==> config.mk <==
export PLATFORM = sky130hd
export DESIGN_NAME = decode_top
export DESIGN_NICKNAME = d
export VERILOG_FILES = /design/src/logic/decode_pkg.sv /design/src/logic/decoded_inst_if.sv /design/src/logic/decode_stage.sv /design/src/logic/decode_top.sv /design/src/logic/hazard_check.sv /design/src/logic/inst_decoder.sv /design/src/logic/register_file.sv
export SDC_FILE = /design/constraint.sdc
export NUM_CORES = 1
export LEC_CHECK = 0
export BUFFER_PORTS_ARGS = -buffer_cell sky130_fd_sc_hd__buf_2
export CORE_MARGIN = 2
export CORE_UTILIZATION = 37
export CTS_BUF_LIST = sky130_fd_sc_hd__clkbuf_16
export DETAILED_ROUTE_END_ITERATION = 8
export SYNTH_ARGS = -nofsm -noshare
export SYNTH_HDL_FRONTEND = slang
export SYNTH_SLANG_ARGS = --single-unit
export TNS_END_PERCENT = 20
==> constraint.sdc <==
create_clock -name clock -period 12 [get_ports clock]
set_input_delay 0 -clock clock [delete_from_list [all_inputs] [get_ports clock]]
set_output_delay 0 -clock clock [all_outputs]
set_load 0.01 [all_outputs]
==> src/logic/decode_pkg.sv <==
`default_nettype none

package decode_pkg;

	typedef logic [31:0] word_t;
	typedef logic [3:0] reg_addr_t;

	localparam int NUM_REGS = 16; // RV32E register count
	localparam int OP_CLASS_COUNT = 10;
	localparam int FMT_COUNT = 6;

	// Bit positions in the one-hot class vector
	typedef enum logic [3:0] {
		CLS_LUI     = 4'd0,
		CLS_AUIPC   = 4'd1,
		CLS_JAL     = 4'd2,
		CLS_JALR    = 4'd3,
		CLS_BRANCH  = 4'd4,
		CLS_LOAD    = 4'd5,
		CLS_STORE   = 4'd6,
		CLS_ALU_IMM = 4'd7,
		CLS_ALU_REG = 4'd8,
		CLS_SYSTEM  = 4'd9
	} op_class_e;

	typedef enum logic [2:0] {
		FMT_R = 3'd0,
		FMT_I = 3'd1,
		FMT_S = 3'd2,
		FMT_B = 3'd3,
		FMT_U = 3'd4,
		FMT_J = 3'd5
	} inst_fmt_e;

	localparam logic [6:0] OPC_LUI      = 7'b0110111;
	localparam logic [6:0] OPC_AUIPC    = 7'b0010111;
	localparam logic [6:0] OPC_JAL      = 7'b1101111;
	localparam logic [6:0] OPC_JALR     = 7'b1100111;
	localparam logic [6:0] OPC_BRANCH   = 7'b1100011;
	localparam logic [6:0] OPC_LOAD     = 7'b0000011;
	localparam logic [6:0] OPC_STORE    = 7'b0100011;
	localparam logic [6:0] OPC_ALU_IMM  = 7'b0010011;
	localparam logic [6:0] OPC_ALU_REG  = 7'b0110011;
	localparam logic [6:0] OPC_SYSTEM   = 7'b1110011;
	localparam logic [6:0] OPC_MISC_MEM = 7'b0001111; // fence / fence.i

	// Whole-word encodings of the privileged instructions
	localparam word_t INST_ECALL = 32'h00000073;
	localparam word_t INST_MRET  = 32'h30200073;

endpackage

`default_nettype wire

==> src/logic/decoded_inst_if.sv <==
`default_nettype none

interface decoded_inst_if;

	logic [decode_pkg::OP_CLASS_COUNT-1:0] op_class; // One-hot, indexed by op_class_e
	logic [2:0] funct3;
	logic [6:0] funct7;
	decode_pkg::reg_addr_t rd;
	decode_pkg::reg_addr_t rs1;
	decode_pkg::reg_addr_t rs2;
	decode_pkg::word_t imm;
	logic reg_wen;
	logic need_rs2;
	logic is_fencei;
	logic is_ecall;
	logic is_mret;

	modport decoder (
		output op_class, funct3, funct7, rd, rs1, rs2, imm,
		output reg_wen, need_rs2, is_fencei, is_ecall, is_mret
	);

	modport stage (
		input op_class, funct3, funct7, rd, rs1, rs2, imm,
		input reg_wen, need_rs2, is_fencei, is_ecall, is_mret
	);

	// Only the source fields matter for the RAW check
	modport hazard (
		input rs1, rs2, need_rs2
	);

endinterface

`default_nettype wire

==> src/logic/decode_stage.sv <==
`default_nettype none

module decode_stage (
	input  logic                                  clock,
	input  logic                                  rst_n,
	input  logic                                  in_valid,
	output logic                                  in_ready,
	input  decode_pkg::word_t                     inst,
	input  decode_pkg::word_t                     pc,
	input  decode_pkg::word_t                     src1,
	input  decode_pkg::word_t                     src2,
	output decode_pkg::reg_addr_t                 rs1,
	output decode_pkg::reg_addr_t                 rs2,
	input  decode_pkg::reg_addr_t                 exu_rd,
	input  logic                                  exu_reg_wen,
	input  logic                                  exu_ready,
	input  decode_pkg::reg_addr_t                 lsu_rd,
	input  logic                                  lsu_reg_wen,
	input  logic                                  lsu_ready,
	input  logic                                  jump_wrong,
	input  logic                                  out_ready,
	output logic                                  out_valid,
	output logic [decode_pkg::OP_CLASS_COUNT-1:0] op_class,
	output logic [2:0]                            funct3,
	output logic [6:0]                            funct7,
	output decode_pkg::reg_addr_t                 rd,
	output decode_pkg::word_t                     imm,
	output decode_pkg::word_t                     pc_out,
	output decode_pkg::word_t                     src1_out,
	output decode_pkg::word_t                     src2_out,
	output logic                                  reg_wen,
	output logic                                  is_fencei,
	output logic                                  is_ecall,
	output logic                                  is_mret
);

	decoded_inst_if dec ();

	logic empty; // Holding register free
	logic raw_conflict;
	logic accept;
	logic transfer;

	inst_decoder u_inst_decoder (
		.inst (inst),
		.dec  (dec.decoder)
	);

	hazard_check u_hazard_check (
		.dec          (dec.hazard),
		.exu_rd       (exu_rd),
		.lsu_rd       (lsu_rd),
		.exu_reg_wen  (exu_reg_wen),
		.exu_ready    (exu_ready),
		.lsu_reg_wen  (lsu_reg_wen),
		.lsu_ready    (lsu_ready),
		.raw_conflict (raw_conflict)
	);

	assign in_ready = empty & ~raw_conflict;
	assign accept   = in_valid & in_ready;
	assign transfer = out_valid & out_ready;

	assign rs1 = dec.rs1;
	assign rs2 = dec.rs2;

	// Flush wins over everything else
	always_ff @(posedge clock) begin
		if (!rst_n) begin
			empty     <= 1'b1;
			out_valid <= 1'b0;
		end else if (jump_wrong) begin
			empty     <= 1'b1;
			out_valid <= 1'b0;
		end else if (accept) begin
			empty     <= 1'b0;
			out_valid <= 1'b1;
		end else if (transfer) begin
			empty     <= 1'b1; // Refill one cycle after the hand-off
			out_valid <= 1'b0;
		end
	end

	always_ff @(posedge clock) begin
		if (accept) begin
			op_class  <= dec.op_class;
			funct3    <= dec.funct3;
			funct7    <= dec.funct7;
			rd        <= dec.rd;
			imm       <= dec.imm;
			reg_wen   <= dec.reg_wen;
			is_fencei <= dec.is_fencei;
			is_ecall  <= dec.is_ecall;
			is_mret   <= dec.is_mret;
			pc_out    <= pc;
			src1_out  <= src1;
			src2_out  <= src2;
		end
	end

endmodule

`default_nettype wire

==> src/logic/decode_top.sv <==
`default_nettype none

module decode_top (
	input  logic                                  clock,
	input  logic                                  rst_n,
	input  logic                                  in_valid,
	output logic                                  in_ready,
	input  decode_pkg::word_t                     inst,
	input  decode_pkg::word_t                     pc,
	output logic                                  out_valid,
	input  logic                                  out_ready,
	output logic [decode_pkg::OP_CLASS_COUNT-1:0] op_class,
	output logic [2:0]                            funct3,
	output logic [6:0]                            funct7,
	output decode_pkg::reg_addr_t                 rd,
	output decode_pkg::word_t                     imm,
	output decode_pkg::word_t                     pc_out,
	output decode_pkg::word_t                     src1_out,
	output decode_pkg::word_t                     src2_out,
	output logic                                  reg_wen,
	output logic                                  is_fencei,
	output logic                                  is_ecall,
	output logic                                  is_mret,
	input  decode_pkg::reg_addr_t                 exu_rd,
	input  logic                                  exu_reg_wen,
	input  logic                                  exu_ready,
	input  decode_pkg::reg_addr_t                 lsu_rd,
	input  logic                                  lsu_reg_wen,
	input  logic                                  lsu_ready,
	input  logic                                  jump_wrong,
	input  logic                                  wb_en,
	input  decode_pkg::reg_addr_t                 wb_rd,
	input  decode_pkg::word_t                     wb_data
);

	decode_pkg::reg_addr_t rs1;
	decode_pkg::reg_addr_t rs2;
	decode_pkg::word_t src1;
	decode_pkg::word_t src2;

	register_file u_register_file (
		.clock   (clock),
		.rst_n   (rst_n),
		.wb_en   (wb_en),
		.wb_rd   (wb_rd),
		.rs1     (rs1),
		.rs2     (rs2),
		.wb_data (wb_data),
		.src1    (src1),
		.src2    (src2)
	);

	decode_stage u_decode_stage (
		.clock       (clock),
		.rst_n       (rst_n),
		.in_valid    (in_valid),
		.in_ready    (in_ready),
		.inst        (inst),
		.pc          (pc),
		.src1        (src1),
		.src2        (src2),
		.rs1         (rs1),
		.rs2         (rs2),
		.exu_rd      (exu_rd),
		.exu_reg_wen (exu_reg_wen),
		.exu_ready   (exu_ready),
		.lsu_rd      (lsu_rd),
		.lsu_reg_wen (lsu_reg_wen),
		.lsu_ready   (lsu_ready),
		.jump_wrong  (jump_wrong),
		.out_ready   (out_ready),
		.out_valid   (out_valid),
		.op_class    (op_class),
		.funct3      (funct3),
		.funct7      (funct7),
		.rd          (rd),
		.imm         (imm),
		.pc_out      (pc_out),
		.src1_out    (src1_out),
		.src2_out    (src2_out),
		.reg_wen     (reg_wen),
		.is_fencei   (is_fencei),
		.is_ecall    (is_ecall),
		.is_mret     (is_mret)
	);

endmodule

`default_nettype wire

==> src/logic/hazard_check.sv <==
`default_nettype none

module hazard_check (
	decoded_inst_if.hazard        dec,
	input  decode_pkg::reg_addr_t exu_rd,
	input  decode_pkg::reg_addr_t lsu_rd,
	input  logic                  exu_reg_wen,
	input  logic                  exu_ready,
	input  logic                  lsu_reg_wen,
	input  logic                  lsu_ready,
	output logic                  raw_conflict
);

	logic exu_conflict;
	logic lsu_conflict;

	// A busy stage that still owes a write to one of our sources
	function automatic logic stage_conflict(
		input decode_pkg::reg_addr_t rd,
		input logic wen,
		input logic ready,
		input decode_pkg::reg_addr_t rs1,
		input decode_pkg::reg_addr_t rs2,
		input logic need_rs2
	);
		logic match;
		match = (rd == rs1) | ((rd == rs2) & need_rs2);
		return ~ready & wen & (rd != '0) & match;
	endfunction

	assign exu_conflict = stage_conflict(exu_rd, exu_reg_wen, exu_ready,
		dec.rs1, dec.rs2, dec.need_rs2);
	assign lsu_conflict = stage_conflict(lsu_rd, lsu_reg_wen, lsu_ready,
		dec.rs1, dec.rs2, dec.need_rs2);

	assign raw_conflict = exu_conflict | lsu_conflict;

endmodule

`default_nettype wire

==> src/logic/inst_decoder.sv <==
`default_nettype none

module inst_decoder (
	input  decode_pkg::word_t inst,
	decoded_inst_if.decoder   dec
);

	logic [6:0] opcode;
	logic [decode_pkg::OP_CLASS_COUNT-1:0] cls;
	logic [decode_pkg::FMT_COUNT-1:0] fmt;
	decode_pkg::word_t imm_i;
	decode_pkg::word_t imm_u;
	decode_pkg::word_t imm_s;
	decode_pkg::word_t imm_j;
	decode_pkg::word_t imm_b;

	assign opcode = inst[6:0];

	assign cls[decode_pkg::CLS_LUI]     = (opcode == decode_pkg::OPC_LUI);
	assign cls[decode_pkg::CLS_AUIPC]   = (opcode == decode_pkg::OPC_AUIPC);
	assign cls[decode_pkg::CLS_JAL]     = (opcode == decode_pkg::OPC_JAL);
	assign cls[decode_pkg::CLS_JALR]    = (opcode == decode_pkg::OPC_JALR);
	assign cls[decode_pkg::CLS_BRANCH]  = (opcode == decode_pkg::OPC_BRANCH);
	assign cls[decode_pkg::CLS_LOAD]    = (opcode == decode_pkg::OPC_LOAD);
	assign cls[decode_pkg::CLS_STORE]   = (opcode == decode_pkg::OPC_STORE);
	assign cls[decode_pkg::CLS_ALU_IMM] = (opcode == decode_pkg::OPC_ALU_IMM);
	assign cls[decode_pkg::CLS_ALU_REG] = (opcode == decode_pkg::OPC_ALU_REG);
	assign cls[decode_pkg::CLS_SYSTEM]  = (opcode == decode_pkg::OPC_SYSTEM);

	// Class to format
	assign fmt[decode_pkg::FMT_R] = cls[decode_pkg::CLS_ALU_REG];
	assign fmt[decode_pkg::FMT_I] = cls[decode_pkg::CLS_JALR] | cls[decode_pkg::CLS_LOAD]
		| cls[decode_pkg::CLS_ALU_IMM] | cls[decode_pkg::CLS_SYSTEM];
	assign fmt[decode_pkg::FMT_S] = cls[decode_pkg::CLS_STORE];
	assign fmt[decode_pkg::FMT_B] = cls[decode_pkg::CLS_BRANCH];
	assign fmt[decode_pkg::FMT_U] = cls[decode_pkg::CLS_LUI] | cls[decode_pkg::CLS_AUIPC];
	assign fmt[decode_pkg::FMT_J] = cls[decode_pkg::CLS_JAL];

	assign imm_i = {{20{inst[31]}}, inst[31:20]};
	assign imm_u = {inst[31:12], 12'b0};
	assign imm_s = {{20{inst[31]}}, inst[31:25], inst[11:7]};
	assign imm_j = {{12{inst[31]}}, inst[19:12], inst[20], inst[30:21], 1'b0};
	assign imm_b = {{20{inst[31]}}, inst[7], inst[30:25], inst[11:8], 1'b0};

	always_comb begin
		if (fmt[decode_pkg::FMT_I]) begin
			dec.imm = imm_i;
		end else if (fmt[decode_pkg::FMT_U]) begin
			dec.imm = imm_u;
		end else if (fmt[decode_pkg::FMT_S]) begin
			dec.imm = imm_s;
		end else if (fmt[decode_pkg::FMT_J]) begin
			dec.imm = imm_j;
		end else if (fmt[decode_pkg::FMT_B]) begin
			dec.imm = imm_b;
		end else begin
			dec.imm = '0; // R format and unknown opcodes
		end
	end

	assign dec.op_class = cls;
	assign dec.funct3   = inst[14:12];
	assign dec.funct7   = inst[31:25];

	// RV32E has only x0..x15
	assign dec.rd  = inst[10:7];
	assign dec.rs1 = inst[18:15];
	assign dec.rs2 = inst[23:20];

	// CSR ops write rd, ecall/mret/ebreak (funct3 zero) do not
	assign dec.reg_wen = fmt[decode_pkg::FMT_R] | fmt[decode_pkg::FMT_U] | fmt[decode_pkg::FMT_J]
		| (fmt[decode_pkg::FMT_I] & ~(cls[decode_pkg::CLS_SYSTEM] & (inst[14:12] == 3'b000)));

	assign dec.need_rs2 = cls[decode_pkg::CLS_BRANCH] | cls[decode_pkg::CLS_STORE]
		| cls[decode_pkg::CLS_ALU_REG];

	assign dec.is_ecall  = (inst == decode_pkg::INST_ECALL);
	assign dec.is_mret   = (inst == decode_pkg::INST_MRET);
	assign dec.is_fencei = (opcode == decode_pkg::OPC_MISC_MEM);

endmodule

`default_nettype wire

==> src/logic/register_file.sv <==
`default_nettype none

module register_file (
	input  logic                  clock,
	input  logic                  rst_n,
	input  logic                  wb_en,
	input  decode_pkg::reg_addr_t wb_rd,
	input  decode_pkg::reg_addr_t rs1,
	input  decode_pkg::reg_addr_t rs2,
	input  decode_pkg::word_t     wb_data,
	output decode_pkg::word_t     src1,
	output decode_pkg::word_t     src2
);

	decode_pkg::word_t regs [decode_pkg::NUM_REGS];

	always_ff @(posedge clock) begin
		if (!rst_n) begin
			for (int i = 0; i < decode_pkg::NUM_REGS; i++) begin
				regs[i] <= '0;
			end
		end else if (wb_en && (wb_rd != '0)) begin // x0 stays zero
			regs[wb_rd] <= wb_data;
		end
	end

	// Reads see the value before a same-cycle write
	assign src1 = regs[rs1];
	assign src2 = regs[rs2];

endmodule

`default_nettype wire

==> results of run 1 <==
-- path summary, 6_finish.rpt --
check	from	to	slack (ns)	depth (start not counted)
hold reg to reg	u_register_file.regs[6][30]	u_decode_stage.src2_out[30]	0.87	3
setup reg to reg	u_decode_stage.empty	u_decode_stage.src2_out[25]	9.55	4
setup / recovery	inst[23]	u_decode_stage.src2_out[25]	9.14	8
hold / removal	inst[22]	u_decode_stage.imm[22]	0.08	2
-- flip-flops by register name, indices dropped and copies added, names as in the netlist --
| signal | flops |
|---|---|
| u_decode_stage.out_valid | 1 |
| u_decode_stage.funct3 | 3 |
| u_decode_stage.pc_out | 32 |
| u_decode_stage.imm | 32 |
| u_decode_stage.is_fencei | 1 |
| u_decode_stage.rd | 4 |
| u_decode_stage.empty | 1 |
| u_decode_stage.src1_out | 32 |
| u_register_file.regs | 512 |
| u_decode_stage.src2_out | 32 |
| u_decode_stage.funct7 | 7 |
| u_decode_stage.op_class | 10 |
| u_decode_stage.is_ecall | 1 |
| u_decode_stage.reg_wen | 1 |
| u_decode_stage.is_mret | 1 |
-- cell families (layout without fill, tap and decap cells) --
group / count (synthesis) / in the layout / share of synthesized area
AO/OA/AOI/OAI: 117 / 117 / 0.02384
AND/OR/NAND/NOR: 609 / 609 / 0.1158
buffers and inverters: 174 / 553 / 0.02380
multiplexers: 320 / 320 / 0.2105
XOR/XNOR: 16 / 16 / 0.004334
flip-flops: 670 / 670 / 0.6216
other: 1 / 37 / 0.0001160
-- layer usage --
layer  global-route usage  share of wire  vias up
li1                     -              -     8132
met1               0.2700           0.39     9945
met2               0.3589           0.50      812
met3              0.03508          0.072      172
met4              0.07310          0.030       10
met5                    0        0.00060        -
-- final cells by class --
| cell class | instances | area (µm²) |
|---|---|---|
| clock buffers | 77 | 1927 |
| repair buffers | 418 | 2750 |
| fillers | 7547 | 48280 |
| well taps | 1155 | 1445 |
| inverters | 3 | 11.26 |
| flip-flops and latches | 670 | 20100 |
| clock inverters | 55 | 464.2 |
| diodes | 5 | 12.51 |
| multi-input cells | 1094 | 11760 |
-- critical path: cells and delay by family --
| family | cells | cell delay (ns) |
|---|---|---|
| simple gates | 2 | 0.59 |
| buf+inv | 3 | 1.75 |
| compound gates | 2 | 0.46 |
| xor+xnor | 1 | 0.13 |
-- through the flow --
stage	hold WS, ns	instance area [µm²]	power (mW)	instances	utilization
finish	0.07688	38470	5.679	3477	0.4434
global route	0.06038	38460	5.850	3472	0.4433
CTS	0.03353	38460	5.722	3472	0.4433
detailed placement	0.1787	35090	3.439	3243	0.4045
global placement	0.1770	35090	3.426	3243	0.4045
floorplan	0.09887	32450	3.204	1938	-
-- power groups by stage --
stage / combinational, mW / sequential [mW] / clock [mW]
floorplan: 0.345 / 2.86 / 0
global placement: 0.571 / 2.85 / 0
detailed placement: 0.579 / 2.86 / 0
CTS: 0.606 / 2.81 / 2.30
global route: 0.637 / 2.83 / 2.39
finish: 0.599 / 2.81 / 2.27
-- cell usage in the layout (no fill, tap or decap), types with 17 or more instances in the layout --
master / netlist / final
sky130_fd_sc_hd__conb_1: 1 / 32
sky130_fd_sc_hd__buf_2: 27 / 269
sky130_fd_sc_hd__edfxtp_1: 668 / 668
sky130_fd_sc_hd__buf_4: 4 / 47
sky130_fd_sc_hd__a21o_1: 19 / 19
sky130_fd_sc_hd__clkbuf_16: 0 / 77
sky130_fd_sc_hd__nor2b_1: 35 / 35
sky130_fd_sc_hd__clkinv_1: 0 / 17
sky130_fd_sc_hd__a21oi_1: 37 / 37
sky130_fd_sc_hd__and2_1: 488 / 487
sky130_fd_sc_hd__a211oi_1: 32 / 32
sky130_fd_sc_hd__mux4_2: 288 / 288
sky130_fd_sc_hd__mux2i_1: 32 / 32
sky130_fd_sc_hd__dlygate4sd3_1: 0 / 97
==> impl_summary.log, run 1 <==
[metrics] Layout area overhead: 18.97%
[metrics] Tot GR Track Use: 0.2095
[metrics] clock-pin transition on the worst setup and hold timing paths: 0.06 ns
[metrics] Detailed Route Iter0 Violations: around 1700
[metrics] number of enable-type register cells in the synthesized netlist: approximately 670
[metrics] top achievable clock speed: ~0.35 GHz
[metrics] min Tclk post-route: about 2.9 ns
[metrics] portion of synthesized cell area occupied by the leading cell type: 0.6204
[metrics] floorplan die height: approximately 300 µm
[metrics] Skew-Pair Late Insertion Delay: 0.62 ns
[metrics] setup slack after layout: 9.135 ns
[metrics] reported leakage power: 13.68 nW
[metrics] routability congestion estimate: about 0.85
[metrics] wire length of the first global-routing pass: around 140000 µm
[metrics] most repeated cell in the gate-level netlist after synthesis: sky130_fd_sc_hd__edfxtp_1
[metrics] Clock Skews: between 0.015 and 0.02 ns
[metrics] count of maximum capacitance violations: 0
[metrics] part of the power in registers: 0.495
[metrics] main area contributors after synthesis: sky130_fd_sc_hd__edfxtp_1 62%, sky130_fd_sc_hd__mux4_2 20%, sky130_fd_sc_hd__and2_1 9.4%, sky130_fd_sc_hd__clkbuf_1 1.4%, sky130_fd_sc_hd__mux2i_1 0.99%
[metrics] CTS buffer count: a little over 70
[metrics] via total after detailed routing: about 19000
[metrics] crit start category: input port
[metrics] via count of the first global-routing pass: around 20000
[metrics] critical path data required time: 12.23 ns
[metrics] CP max FO: 65
[metrics] Hold Violations, Final: 0
[metrics] largest area contributor in the netlist: sky130_fd_sc_hd__edfxtp_1
[metrics] Slew Limit Fails: 0
[metrics] Initial Utilization: 0.3727
[metrics] WS Path Type: input port to flop
[metrics] asr flop ratio synth: 0
[metrics] switching power summed over all nets: between 1 and 1.5 mW
[metrics] estimated wirelength of the detail-placed design: about 56000 µm
[metrics] Setup Total Neg Slack: 0 ns
[metrics] slowest stage delay, CP: a little over 0.8 ns
[metrics] headroom to the max-slew limit: 0.1965
[metrics] Core ar.: a little under 90000 µm²
[metrics] count of endpoints failing setup in the final report: 0
[metrics] sequential cell area fraction in the yosys report: 0.6216
[metrics] clock root buffer: sky130_fd_sc_hd__clkbuf_16
[metrics] maximum number of pins on one net before global-route repair: 82
[metrics] share of power burned in combinational logic: 0.105
[metrics] IO Count: between 200 and 300
[metrics] fraction of power spent switching nets: 0.2341
[metrics] period utilisation layout: 0.2387
[metrics] Clock Sink Count: 670
[metrics] Crit path arrival time: 3.09 ns
[metrics] endpoint class of the critical path: flop
[metrics] synthesis-stage register bit count: 670
[metrics] list of most frequent post-synthesis cells: 668 x sky130_fd_sc_hd__edfxtp_1, 488 x sky130_fd_sc_hd__and2_1, 288 x sky130_fd_sc_hd__mux4_2, 120 x sky130_fd_sc_hd__clkbuf_1, 37 x sky130_fd_sc_hd__a21oi_1
[metrics] number of antenna violations at the first check in global routing: 11
[metrics] number of warning messages in the yosys log: 0
[metrics] Nets: approximately 2400
[metrics] cell-internal power: about 4.3 mW
[metrics] buffers inserted during post-CTS setup optimization: 0
[metrics] share of cells above drive strength 1: 0.3224
[metrics] dominant synthesized flop cell: sky130_fd_sc_hd__edfxtp_1
[metrics] IR Drop Worst-Case VDD: approximately 0.000095 V
[metrics] die area: 89770 µm²
[metrics] aggregate global routing overflow: 0
[metrics] pre-CTS WS: about 8.6 ns
[metrics] RSZ-0062 raised after global routing: no
[metrics] H-tree depth: 3
[metrics] post-CTS resize count: 0
[metrics] Hold Path Class: input port to flop
[metrics] number of core rows: 108
[metrics] Synth Cell Area: 32330 µm²
[metrics] number of instances in the synthesized netlist: ~1900
[metrics] Worst Max-Slew Pin Slew: 1.196 ns
[metrics] clock tree from TritonCTS: yes
[metrics] result of the run: completed
[metrics] crit path cell chain: dlygate4sd3_1 > buf_4 > xnor2_1 > nand4_1 > o22ai_1 > a211oi_2 > and2_4 > buf_4
[metrics] dominant cell type by count on the critical path: sky130_fd_sc_hd__buf_4
[metrics] Port Buf Inserts: approximately 280
[metrics] final routed wirelength across all metal layers: about 94000 µm
[metrics] DRC errors left: 0
[metrics] number of buffers inserted for hold repair after clock tree synthesis: 97
[metrics] detail-routed net length per standard cell: 27.14 µm
[metrics] number of nets with antenna violations after detailed routing: 0
[metrics] power density over cell area: ~150 nW/µm²
[metrics] horizontal die dimension: ~300 µm
[metrics] mean cell area of the mapped netlist: ~17 µm²
[metrics] via/cell ratio: ~5.5
[metrics] clock group share of total power: 0.399
[metrics] DRT Pass-1 Iters: 5
[metrics] Slowest-stage cell, CP: sky130_fd_sc_hd__buf_4
[metrics] count of distinct cell types in the synthesized netlist: 48
[metrics] number of buffers between clock root and the deepest sink: 3
No activity file was read; power rests on OpenSTA's default activity.
==> run 2, diff against run 1 <==
==> constraint.sdc (replaced) <==
create_clock -name clock -period 2.3 [get_ports clock]
set_input_delay 0 -clock clock [delete_from_list [all_inputs] [get_ports clock]]
set_output_delay 0 -clock clock [all_outputs]
set_load 0.01 [all_outputs]
==> impl_summary.log, run 2 (synthesis gave the netlist of run 1 again) <==
[metrics] result of the run: completed
[metrics] switching power summed over all nets: a little over 7 mW
[metrics] number of antenna violations at the first check in global routing: 10
[metrics] clock-pin transition on the worst setup and hold timing paths: roughly 0.060 ns
[metrics] Final Cell Area: 39570 µm²
[metrics] dominant cell type by count on the critical path: sky130_fd_sc_hd__dlygate4sd3_1
[metrics] critical path data required time: around 2.8 ns
[metrics] via total after detailed routing: between 15000 and 20000
[metrics] number of buffers inserted for hold repair after clock tree synthesis: between 90 and 100
[metrics] floorplan die height: 299.6 µm
[metrics] fraction of power spent switching nets: 0.2375
[metrics] Initial Utilization: 0.3727
[metrics] cell-internal power: around 23 mW
[metrics] aggregate global routing overflow: 0
[metrics] Hold Path Class: input port to flop
[metrics] share of power burned in combinational logic: 0.112
[metrics] final routed wirelength across all metal layers: between 90000 and 100000 µm
[metrics] post-CTS resize count: 0
[metrics] Port Buf Inserts: 275
[metrics] clock root buffer: sky130_fd_sc_hd__clkbuf_16
[metrics] Placed Area: 36140 µm²
[metrics] detail-routed net length per standard cell: 27.60 µm
[metrics] final core utilization: 0.4562
[metrics] Slowest-stage cell, CP: sky130_fd_sc_hd__dlygate4sd3_1
[metrics] horizontal die dimension: between 200 and 300 µm
[metrics] routability congestion estimate: about 0.85
[metrics] endpoint class of the critical path: flop
[metrics] reported leakage power: 14.25 nW
[metrics] die area: ~90000 µm²
[metrics] DRC errors left: 0
[metrics] Clock Sink Count: between 600 and 700
[metrics] commonest cells after routing, fill and taps aside: 668 x sky130_fd_sc_hd__edfxtp_1, 487 x sky130_fd_sc_hd__and2_1, 288 x sky130_fd_sc_hd__mux4_2
[metrics] buffers inserted during post-CTS setup optimization: 0
[metrics] RSZ-0062 raised after global routing: no
[metrics] via count of the first global-routing pass: 20720
[metrics] number of core rows: about 110
[metrics] Sequential Area: approximately 20000 µm²
[metrics] area occupied by multi-input gates: approximately 12000 µm²
[metrics] period utilisation layout: 0.8760
[metrics] CTS buffer count: between 70 and 80
[metrics] Detailed Route Iter0 Violations: a little over 2000
[metrics] part of the power in registers: 0.487
[metrics] fill cell count: about 7500
[metrics] crit start category: input port
[metrics] Clock Skews: 0.02042 ns
[metrics] via/cell ratio: roughly 5.5
[metrics] number of nets with antenna violations after detailed routing: 0
[metrics] CP max FO: 10
[metrics] power density over cell area: approximately 760 nW/µm²
[metrics] most flop-heavy register: u_register_file.regs
[metrics] Slew Limit Fails: 0
[metrics] clock tree from TritonCTS: yes
[metrics] most common cell after layout, fill and taps aside: sky130_fd_sc_hd__edfxtp_1
[metrics] DP Cell Count: 3320
[metrics] count of endpoints failing setup in the final report: 0
[metrics] top achievable clock speed: around 0.50 GHz
[metrics] clock group share of total power: 0.401
[metrics] Hold Violations, Final: 0
[metrics] maximum number of pins on one net before global-route repair: 49
[metrics] cell count of the worst hold path: 2
[metrics] Layout area overhead: 22.39%
[metrics] estimated wirelength of the detail-placed design: just over 60000 µm
[metrics] wire length of the first global-routing pass: between 100000 and 150000 µm
[metrics] Tot GR Track Use: 0.2188
[metrics] crit path cell chain: dlygate4sd3_1 > buf_2 > nor2_2 > nand4_1 > a21oi_1 > a211oi_2 > buf_4 > a31o_1 > dlygate4sd3_1
[metrics] IO Count: 276
[metrics] final cell count without fillers: approximately 3600
[metrics] count of maximum capacitance violations: 0
[metrics] min Tclk post-route: between 2 and 2.5 ns
[metrics] Worst R2R Path Depth: 2
[metrics] number of buffers between clock root and the deepest sink: 3
[metrics] DRT Pass-1 Iters: 5
[metrics] pre-CTS WS: roughly 0.18 ns
[metrics] Crit path arrival time: 2.53 ns
[metrics] Largest register FFs: 512
[metrics] Worst Max-Slew Pin Slew: 1.113 ns
[metrics] Skew-Pair Late Insertion Delay: 0.63 ns
[metrics] Nets: 2457
[metrics] IR Drop Worst-Case VDD: 0.0005007 V
[metrics] share of cells above drive strength 1: 0.3465
[metrics] Core ar.: roughly 87000 µm²
[metrics] slowest stage delay, CP: 0.55 ns
[metrics] WS Path Type: input port to flop
[metrics] setup slack after layout: 0.2853 ns
[metrics] H-tree depth: 3
[metrics] headroom to the max-slew limit: 0.2521
run 2: cell types whose count changed in the layout (fill, tap and decap cells not counted):
cell	previous run	this run
sky130_fd_sc_hd__buf_4	47	87
sky130_fd_sc_hd__buf_12	2	39
sky130_fd_sc_hd__clkinv_1	17	14
sky130_fd_sc_hd__clkinv_2	10	13
sky130_fd_sc_hd__diode_2	5	2
sky130_fd_sc_hd__inv_8	0	2
sky130_fd_sc_hd__clkbuf_16	77	78
sky130_fd_sc_hd__inv_16	0	1
run 2: critical path, delay by kind of cell:
kind | cells | cell delay [ns]
AND/OR/NAND/NOR | 2 | 0.52
AO/OA/AOI/OAI | 3 | 0.57
buffers and inverters | 4 | 1.44
run 2: cell type report:
cell class / count / share of cell area
inverter: 3 / 0.0002845
clock buffer: 78 / 0.04932
sequential: 670 / 0.5079
antenna: 2 / 0.0001265
timing repair buffer: 495 / 0.09580
multi-input combinational: 1094 / 0.2972
clock inverter: 58 / 0.01290
tap: 1155 / 0.03652
run 2: final timing paths:
kind                                start                          end  slack, ns
min reg2reg   u_register_file.regs[7][14]  u_decode_stage.src2_out[14]       0.84
min                                 pc[5]     u_decode_stage.pc_out[5]       0.09
max reg2reg  u_register_file.regs[11][10]  u_decode_stage.src1_out[10]       0.57
max                               inst[2]     u_decode_stage.out_valid       0.29
run 2: metal layers:
| metal | GRT usage | wire, µm | up-vias |
|---|---|---|---|
| met5 | 0 | 41 | - |
| met4 | 0.06774 | 2491 | 6 |
| met3 | 0.04421 | 7552 | 163 |
| met2 | 0.3789 | 49500 | 885 |
| met1 | 0.2766 | 38530 | 10240 |
| li1 | - | - | 8294 |
run 2: per-stage QoR:
step                      hold WS [ns]  setup TNS, ns  total power [mW]
after floorplan                0.09887        -280.95             16.70
after global placement          0.1778              0             18.09
after detailed placement        0.1786              0             18.17
after CTS                      0.04544              0             30.43
after global routing           0.07336              0             31.14
final                          0.08569              0             30.14
run 2: power by group through the flow:
stage          Sequential, mW  Combinational, mW  Clock, mW
3_3_place_gp             14.9               3.22          0
3_5_place_dp             14.9               3.26          0
4_1_cts                  14.7               3.40       12.4
2_1_floorplan            14.9               1.80          0
5_1_grt                  14.7               3.58       12.8
6_report                 14.7               3.37       12.1
